File: src/hw/lcdPkg.sv
package lcdPkg;

	// HD44780 instruction bytes, 8-bit bus
	localparam logic [7:0] cmdFunctionSet = 8'h38; // 8-bit bus, two lines, 5x8 font
	localparam logic [7:0] cmdDisplayOn = 8'h0C;   // Display on, cursor off
	localparam logic [7:0] cmdClear = 8'h01;       // Clear and home
	localparam logic [7:0] cmdEntryMode = 8'h06;   // Increment, no shift

	// Power-on order is function set, display on, clear, entry mode
	localparam int initCmdCount = 4;
	localparam int initIdxWidth = $clog2(initCmdCount);

	// Bus timing in clock cycles, short values for simulation
	localparam int enableCycles = 4;     // lcdE high time
	localparam int powerOnCycles = 200;  // Idle after reset
	localparam int shortWaitCycles = 40; // After most commands and data writes
	localparam int clearWaitCycles = 160; // After a clear

	// One counter covers every wait, so it is sized by the longest one
	localparam int maxWaitCycles = (powerOnCycles > clearWaitCycles) ?
		powerOnCycles : clearWaitCycles;
	localparam int waitWidth = $clog2(maxWaitCycles + 1);

	typedef enum logic [2:0]
	{
		powerWait, // Counting down the power-on delay
		initPulse, // Enable pulse of a power-on command
		initWait,  // Command wait during power-on
		ready,     // Waiting for a clear or a write
		pulse,     // Enable pulse of a runtime transfer
		hold       // Command or data wait at runtime
	} lcdCtrlState;

endpackage

File: src/hw/displayPkg.sv
package displayPkg;

	localparam int charCount = 6; // A hi, A lo, X hi, X lo, Y hi, Y lo
	localparam int charIdxWidth = $clog2(charCount);

	typedef enum logic [2:0]
	{
		idle,      // Waiting for display
		clearReq,  // clrLCD held until the controller takes it
		waitClear, // Clear in progress
		sendChar,  // writeStart pulse
		waitChar,  // Waiting for writeDone
		finish     // Done, waiting for display to drop
	} dispState;

	// Uppercase hex digit
	function automatic logic [7:0] hexToAscii(input logic [3:0] nibble);
		logic [7:0] wide;
		wide = {4'h0, nibble};
		if (nibble < 4'd10)
		begin
			return 8'h30 + wide; // '0' to '9'
		end
		return 8'h41 + (wide - 8'd10); // 'A' to 'F'
	endfunction

endpackage

File: src/hw/lcdCmdIf.sv
interface lcdCmdIf;

	logic [7:0] data;  // ASCII byte for a write
	logic writeStart;  // One-cycle request
	logic clrLCD;      // Level request, held until initDone falls
	logic initDone;    // High while the controller is idle and initialised
	logic writeDone;   // One-cycle completion of a write

	modport seq
	(
		output data, writeStart, clrLCD,
		input initDone, writeDone
	);

	modport ctrl
	(
		input data, writeStart, clrLCD,
		output initDone, writeDone
	);

endinterface

File: src/hw/regDisplayFsm.sv
module regDisplayFsm
(
	input logic clkFSM,
	input logic resetFSM,
	input logic display,
	input logic [7:0] regA,
	input logic [7:0] regX,
	input logic [7:0] regY,
	lcdCmdIf.seq cmd
);
	import displayPkg::*;

	dispState state;
	logic [charIdxWidth-1:0] charIdx; // Which nibble goes out next
	logic [charCount*4-1:0] snapshot;  // {A, X, Y} as seen when display rose
	logic [3:0] nibble;
	logic startReq;
	logic lastChar;

	// A display can only start once the LCD is initialised
	assign startReq = cmd.initDone && display;

	// Character 0 is the top nibble of A
	assign nibble = snapshot[(charCount - 1 - int'(charIdx)) * 4 +: 4];

	assign lastChar = (charIdx == charIdxWidth'(charCount - 1));

	// Snapshot and outgoing byte
	always_ff @(posedge clkFSM)
	begin
		if (state == idle && startReq)
		begin
			snapshot <= {regA, regX, regY}; // Later register changes are ignored
		end
		if (state == sendChar)
		begin
			cmd.data <= hexToAscii(nibble); // Stays put until writeDone
		end
	end

	// Sequence control
	always_ff @(posedge clkFSM)
	begin
		if (resetFSM)
		begin
			state <= idle;
			charIdx <= '0;
			cmd.writeStart <= 1'b0;
			cmd.clrLCD <= 1'b0;
		end
		else
		begin
			cmd.writeStart <= 1'b0; // Pulse by default
			case (state)
				idle:
				begin
					if (startReq)
					begin
						cmd.clrLCD <= 1'b1;
						state <= clearReq;
					end
				end
				clearReq:
				begin
					if (!cmd.initDone)
					begin
						cmd.clrLCD <= 1'b0; // Controller has taken the clear
						state <= waitClear;
					end
				end
				waitClear:
				begin
					if (cmd.initDone)
					begin
						charIdx <= '0;
						state <= sendChar;
					end
				end
				sendChar:
				begin
					cmd.writeStart <= 1'b1;
					state <= waitChar;
				end
				waitChar:
				begin
					if (cmd.writeDone)
					begin
						if (lastChar)
						begin
							state <= finish;
						end
						else
						begin
							charIdx <= charIdx + 1'b1;
							state <= sendChar;
						end
					end
				end
				finish:
				begin
					if (!display)
					begin
						state <= idle; // Rearm on the next rising display
					end
				end
				default:
				begin
					state <= idle;
				end
			endcase
		end
	end

endmodule

File: src/hw/lcdController.sv
module lcdController
(
	input logic clkFSM,
	input logic resetFSM,
	lcdCmdIf.ctrl cmd,
	output logic lcdRs,
	output logic lcdRw,
	output logic lcdE,
	output logic [7:0] lcdData
);
	import lcdPkg::*;

	lcdCtrlState state;
	logic [waitWidth-1:0] waitCnt;     // Shared by every wait and the enable pulse
	logic [initIdxWidth-1:0] initIdx;  // Current power-on command
	logic [waitWidth-1:0] postWait;

	// Power-on command table
	function automatic logic [7:0] initCmdOf(input logic [initIdxWidth-1:0] idx);
		case (idx)
			2'd0: return cmdFunctionSet;
			2'd1: return cmdDisplayOn;
			2'd2: return cmdClear;
			default: return cmdEntryMode;
		endcase
	endfunction

	assign lcdRw = 1'b0; // Write only, busy flag is never read

	// Clear needs the long wait whether it comes from power-on or a request
	assign postWait = (!lcdRs && lcdData == cmdClear) ?
		waitWidth'(clearWaitCycles - 1) : waitWidth'(shortWaitCycles - 1);

	always_ff @(posedge clkFSM)
	begin
		if (resetFSM)
		begin
			state <= powerWait;
			waitCnt <= waitWidth'(powerOnCycles - 2); // lcdE rises powerOnCycles later
			initIdx <= '0;
			lcdE <= 1'b0;
			lcdRs <= 1'b0;
			cmd.initDone <= 1'b0;
			cmd.writeDone <= 1'b0;
		end
		else
		begin
			cmd.writeDone <= 1'b0; // Pulse by default
			case (state)
				powerWait:
				begin
					if (waitCnt == '0)
					begin
						lcdData <= initCmdOf(initIdx); // Setup cycle before lcdE
						state <= initPulse;
					end
					else
					begin
						waitCnt <= waitCnt - 1'b1;
					end
				end
				initPulse, pulse:
				begin
					if (!lcdE)
					begin
						lcdE <= 1'b1; // Bus was set up last cycle
						waitCnt <= waitWidth'(enableCycles - 1);
					end
					else if (waitCnt == '0)
					begin
						lcdE <= 1'b0; // LCD latches on this edge
						waitCnt <= postWait;
						state <= (state == initPulse) ? initWait : hold;
					end
					else
					begin
						waitCnt <= waitCnt - 1'b1;
					end
				end
				initWait:
				begin
					if (waitCnt != '0)
					begin
						waitCnt <= waitCnt - 1'b1;
					end
					else if (initIdx == initIdxWidth'(initCmdCount - 1))
					begin
						cmd.initDone <= 1'b1; // Power-on sequence complete
						state <= ready;
					end
					else
					begin
						initIdx <= initIdx + 1'b1;
						lcdData <= initCmdOf(initIdx + 1'b1);
						state <= initPulse;
					end
				end
				ready:
				begin
					if (cmd.clrLCD)
					begin
						cmd.initDone <= 1'b0; // Low until the clear wait ends
						lcdRs <= 1'b0;
						lcdData <= cmdClear;
						state <= pulse;
					end
					else if (cmd.writeStart)
					begin
						lcdRs <= 1'b1; // Data register
						lcdData <= cmd.data;
						state <= pulse;
					end
				end
				hold:
				begin
					if (waitCnt != '0)
					begin
						waitCnt <= waitCnt - 1'b1;
					end
					else
					begin
						state <= ready;
						if (lcdRs)
						begin
							cmd.writeDone <= 1'b1; // Character written
						end
						else
						begin
							cmd.initDone <= 1'b1; // Clear finished
						end
					end
				end
				default:
				begin
					state <= powerWait;
				end
			endcase
		end
	end

endmodule

File: src/hw/lcdRegDisplay.sv
module lcdRegDisplay
(
	input logic clkFSM,
	input logic resetFSM,
	input logic display,
	input logic [7:0] regA,
	input logic [7:0] regX,
	input logic [7:0] regY,
	output logic lcdRs,
	output logic lcdRw,
	output logic lcdE,
	output logic [7:0] lcdData
);

	lcdCmdIf cmdBus (); // Sequencer to controller requests

	regDisplayFsm uRegDisplayFsm
	(
		.clkFSM(clkFSM),
		.resetFSM(resetFSM),
		.display(display),
		.regA(regA),
		.regX(regX),
		.regY(regY),
		.cmd(cmdBus.seq)
	);

	lcdController uLcdController
	(
		.clkFSM(clkFSM),
		.resetFSM(resetFSM),
		.cmd(cmdBus.ctrl),
		.lcdRs(lcdRs),
		.lcdRw(lcdRw),
		.lcdE(lcdE),
		.lcdData(lcdData)
	);

endmodule

File: config.mk
export PLATFORM = sky130hd
export DESIGN_NAME = lcdRegDisplay
export DESIGN_NICKNAME = d
export VERILOG_FILES = /design/src/hw/lcdPkg.sv /design/src/hw/displayPkg.sv /design/src/hw/lcdCmdIf.sv /design/src/hw/regDisplayFsm.sv /design/src/hw/lcdController.sv /design/src/hw/lcdRegDisplay.sv
export SDC_FILE = /design/constraint.sdc
export NUM_CORES = 1
export LEC_CHECK = 0
export BUFFER_PORTS_ARGS = -buffer_cell sky130_fd_sc_hd__buf_2
export CAP_MARGIN = 0
export CELL_PAD_IN_SITES_DETAIL_PLACEMENT = 0
export CELL_PAD_IN_SITES_GLOBAL_PLACEMENT = 2
export CORE_UTILIZATION = 41
export CTS_BUF_LIST = sky130_fd_sc_hd__clkbuf_16
export DETAILED_ROUTE_END_ITERATION = 8
export GPL_TIMING_DRIVEN = 0
export PLACE_DENSITY_LB_ADDON = 0.05
export SLEW_MARGIN = 20
export SYNTH_ARGS = -nofsm -noshare
export SYNTH_HDL_FRONTEND = slang
export SYNTH_HIERARCHICAL = 1
export SYNTH_SLANG_ARGS = --single-unit
File: constraint.sdc
create_clock -name clkFSM -period 4 [get_ports clkFSM]
set_input_delay 0.2 -clock clkFSM [delete_from_list [all_inputs] [get_ports clkFSM]]
set_output_delay 0.2 -clock clkFSM [all_outputs]
set_load 0.02 [all_outputs]
# --- After elaboration in Yosys (flattened, before gate mapping) ---
# Cells that the tools add are included.
totals:
  reg_bits: 65
classes:
  add_sub_neg: 7
  magnitude_cmp: 1
  eq_ne: 35
  n_shift: 1
  mux: 54
  bitwise_logic: 4
  reduce_logical: 28
ops:
  columns: ["op", "count"]
  rows:
  - ["two-way mux 8 bit", 12]
  - ["two-way mux 3 bit", 17]
  - ["case mux 8 bit (3 select lines)", 2]
  - ["case mux 6 bit (3 select lines)", 2]
  - ["variable part select 24 x 32 -> 4 bit", 1]
  - ["!= test 2 bit, second input constant", 9]
  - ["case mux 3 bit (6 select lines)", 1]
  - ["AND reduction 6 bit", 3]
  - ["!= test 2 x 1 -> 1 bit, second input constant", 8]
  - ["equality test 3 bit, second input constant", 5]
  - ["two-way mux 1 bit", 15]
  - ["case mux 3 bit (5 select lines)", 1]
  - ["equality test 3 x 2 -> 1 bit, second input constant", 4]
  - ["AND reduction 3 bit", 3]
  - ["nonzero test 3 bit", 3]
  - ["adder 7 x 8 -> 8 bit, first input constant", 1]
  - ["equality test 8 x 1 -> 1 bit, second input constant", 1]
  - ["logical NOT 8 bit", 1]
  - ["nonzero test 8 bit", 1]
  - ["subtractor 8 x 1 -> 8 bit, second input constant", 1]
  - ["adder 6 x 4 -> 7 bit, first input constant", 1]
  - ["equality test 2 bit, second input constant", 3]
  - ["equality test 3 x 1 -> 1 bit, second input constant", 2]
  - ["logical NOT 3 bit", 2]
  - ["21 further kinds", 31]

# --- Logic depth before layout (Yosys ltp) ---
logic_depth:
  word_depth: 6
  mapped_depth: 11

# --- Modules after synthesis ---
# Netlist, hierarchy kept.
modules_own_cells:
  columns: ["module", "n_inst", "cells_per_inst", "area_each_um2", "seq_area_each_um2"]
  rows:
  - ["regDisplayFsm", 1, 141, 1826.8, 1091.0]
  - ["lcdController", 1, 173, 1473.9, 580.6]

# --- Worst setup path after synthesis ---
# Ideal clock, no wire load.
synth_timing:
  kind: "reg-to-reg"
  start: "reg uRegDisplayFsm.charIdx[1]"
  end: "reg uRegDisplayFsm.cmd.data[4], data pin"
  setup_time_ps: 271
  t_arrival_ps: 2304
  t_required_ps: 3729
  setup_slack_ps: 1425
  path_stages_with_launch: 12
  period_less_slack_ps: 2575
  path_cell_list: "dfxtp_1 -> inv_1 -> ha_1 -> mux4_1 -> a22o_1 -> nand2_1 -> ha_1 -> inv_1 -> ha_1 -> nand3b_1 -> and3_1 -> o21ai_1"
synth_via:
  elab_chain_cells: 6
  word_cells_on_any_way: 10
synth_rtl:
  columns: ["element", "line", "text"]
  rows:
  - ["from (decl)", "regDisplayFsm.sv:14", "logic [charIdxWidth-1:0] charIdx;"]
  - ["from (signal assigned)", "regDisplayFsm.sv:94", "charIdx <= charIdx + 1'b1;"]
  - ["subtractor 3 x 3 -> 4 bit *", "regDisplayFsm.sv:24", "assign nibble = snapshot[(charCount - 1 - int'(charIdx)) * 4 +: 4];"]
  - ["variable part select 24 x 32 -> 4 bit *", "regDisplayFsm.sv:24", null]
  - ["parallel branches: the longest is 3 deep, another holds adder 7 x 8 -> 8 bit", null, null]
  - ["two-way mux 8 bit *", "displayPkg.sv:24", "return 8'h41 + (wide - 8'd10);"]
  - ["to (signal assigned)", "regDisplayFsm.sv:37", "cmd.data <= hexToAscii(nibble);"]
  - ["to (decl)", "lcdCmdIf.sv:11", "output data, writeStart, clrLCD,"]
# Every way passes the cells marked *. The select of a mux whose other input is x is not followed.
# A chain may end at the register's enable or synchronous reset.

# --- Worst setup path in the final report ---
# Same ends and word-level chain as after synthesis.

==> metrics.yaml <==
syn_area_per_cell_sq_um: 10.5
grt_pass1_vias: 2302
p_sw_share_pct: 18.5
rows: 32
power_density_nw_per_um2: 411
area_growth_pct: 19.7
wl_met1_microns: 3020
clock_sinks: 64
ys_seq_area_share_pct: 50.6
dr.pass1.iters: 4
cp.required_ns: 4.06
postSynth.asyncResetShare_pct: 0
cpMostUsedCell: "ha_1"
synth_warnings: 6
status: "complete, no violations"
wl_per_cell_microns: 13.3
synth_flop_cell: "edfxtp_1"
synth_seq_cells: 64
fin_crit_ns: 2.87
cpPeakStageDelay_ns: 0.43
post_cts_buffers: 0
critical_path_arrival_ns: 2.92
dpl-instance-area_sq_um: 3610
cts_inserted_buffers: 9
synth_top_cell_area_share_pct: 35.5
p_leak_nw: 1.52
io_pins: 38
maxUsedRoutingLayer: "met4"
vias: 2376
antenna_left: 0
crit_type: "flip-flop to flip-flop"
relSlewSlack_pct: 31.8
clkLatencyLatePin_ns: 0.32
post-place-ws_ns: 1.11
drcViolationCount: 0
cts_resized: 0
crit_path_top_delay_cell: "ha_1"
ctsHoldBuffers: 0
core_area_sq_um: 7770
syn_area_sq_um: 3300
drive_above_1_share_pct: 19.4
grt_max_degree: 25
critical_path.top_delay_family: "adder cells"
worstPathMaxFanout: 6
setup_ws_ns: 1.13
die_x_microns: 91.7
fin_area_sq_um: 3950
drt_wl_total_microns: 6230
gp_congestion: 0.707
met2_length_microns: 2860
path_clk_slew_ns: 0.05
p_int_mw: 1.32
clockBufferDepth: 2
finalCritPeriodShare_pct: 71.7
antenna_found_initial: 0
routed-wl-met3_microns: 262
start_kind: "flip-flop"
synth.distinct_cells: 63
diodes: 0
die-area_sq_um: 8410
max_cap_viol_count: 0
max_freq_mhz: 349
worstMarginPinSlew_ns: 1.02
vias_per_cell: 5.08
htree_levels: 3
grt_overflow: 0
netlist_instances: 314
mostFrequentLayoutCell: "buf_2"
power.switching_uw: 300
synth_top_area_cell: "edfxtp_1"
synth.area.top_cells: "edfxtp_1, dfxtp_1, ha_1, a21oi_1, nor2_1"
synth-edff-count: 39
rsz0062_at_grt: "false"
syn-num-nets: 356
endpoint_kind: "flip-flop"
clock_skew_ns: 0.00558
hold-worst-slack_ns: 0.0531
hold_class: "input pin to flip-flop"
io_buffers: 36
peakVddDrop_mv: 0.216
start_util_pct: 42.5
drt_iter0_drc: 100
critical_path.cell_chain: "inv_1 > ha_1 > mux4_1 > a22o_1 > nand2_1 > ha_1 > inv_1 > ha_1 > nand3b_1 > and3_1 > o21ai_1"
final_cell_mix: "buf_2, edfxtp_1, nor2_1"
p_clk_share_pct: 54.2
slew_viol_final: 0
dpl.hpwl_microns: 4600
gr-usage-all-layers_pct: 16.4
cts-root-buf: "clkbuf_16"
combPwrFrac_pct: 2.2
fin_nets: 403
timing.setup.tns_ns: 0
seqPwrFrac_pct: 43.6
critPathBufInv: 2
dieHeight_microns: 91.7
finalHoldViolCount: 0
setup_viol: 0
grt_pass1_wl_microns: 10700
cts_tree: "built"
==> cell usage after synthesis (3+ instances only) <==
master / instances
a211o_1: 3
a21o_1: 5
a21oi_1: 26
a31oi_1: 4
a32o_1: 3
and3_1: 3
buf_1: 3
buf_2: 4
clkbuf_1: 6
dfxtp_1: 25
edfxtp_1: 39
ha_1: 15
inv_1: 13
mux2_2: 3
mux2i_1: 3
mux4_1: 3
nand2_1: 18
nand2b_1: 5
nand3b_1: 3
nand4_1: 3
nor2_1: 34
nor2b_1: 8
nor3_1: 8
nor4_1: 3
o21ai_0: 18
o21ai_1: 3
or3_1: 3
xnor2_1: 4
xor2_1: 4
==> metrics by stage <==
step / total power, mW / std cells / util, %
CTS: 1.65 / 468 / 50.8
floorplan: 0.740 / 314 / -
finish: 1.63 / 468 / 50.9
detailed placement: 0.758 / 452 / 46.5
global placement: 0.758 / 452 / 46.5
global route: 1.68 / 468 / 50.9
==> registers in the layout, indices dropped and copies added (netlist names) <==
register	flops
uRegDisplayFsm/cmd.clrLCD	1
uLcdController/cmd.initDone	1
uLcdController/lcdData	8
uLcdController/state	3
uRegDisplayFsm/state	3
uRegDisplayFsm/cmd.writeStart	1
uLcdController/cmd.writeDone	1
uLcdController/lcdE	1
uLcdController/waitCnt	8
uLcdController/lcdRs	1
uRegDisplayFsm/cmd.data	7
uRegDisplayFsm/charIdx	3
uRegDisplayFsm/snapshot	24
uLcdController/initIdx	2
==> area by class of cell <==
type	count	area (sq um)
repair buffers	36	180
clock inverters	7	111
clock buffers	9	225
flip-flops and latches	64	1670
plain buffers	16	80.1
fillers	736	3820
multi-input cells	221	1510
inverters	13	48.8
well taps	102	128
==> power groups by stage <==
| stage | registers, mW | logic, mW | clock network (mW) |
|---|---|---|---|
| 2_1_floorplan | 0.720 | 0.0192 | 0 |
| 3_3_place_gp | 0.722 | 0.0358 | 0 |
| 3_5_place_dp | 0.722 | 0.0362 | 0 |
| 4_1_cts | 0.708 | 0.0363 | 0.904 |
| 5_1_grt | 0.709 | 0.0406 | 0.932 |
| 6_report | 0.708 | 0.0359 | 0.881 |
==> routing by layer <==
layer	vias up	global-route usage, %
met3	8	3.57
met4	0	7.81
met5	-	0
met2	53	26.7
met1	1068	20.7
li1	1247	-
==> worst paths after layout <==
path,from,end,slack [ns],cells after the start
max,uRegDisplayFsm/charIdx[1],uRegDisplayFsm/cmd.data[4],1.13,11
min,regY[5],uRegDisplayFsm/snapshot[5],0.05,1
max reg2reg,uRegDisplayFsm/charIdx[1],uRegDisplayFsm/cmd.data[4],1.13,11
min reg2reg,uLcdController/waitCnt[0],uLcdController/waitCnt[0],0.49,1
==> cell families (layout without fill, tap and decap cells) <==
family / count (synthesis) / count (layout) / synth area share, %
AO/OA/AOI/OAI: 83 / 83 / 16.0
XOR/XNOR: 8 / 8 / 2.12
adder cells (fa/ha/maj): 15 / 15 / 5.69
buffers and inverters: 29 / 81 / 3.90
flip-flops: 64 / 64 / 50.6
multiplexers: 10 / 10 / 5.00
other: 2 / 2 / 0.228
AND/OR/NAND/NOR: 103 / 103 / 16.4
(Power assumes the default switching activity.)
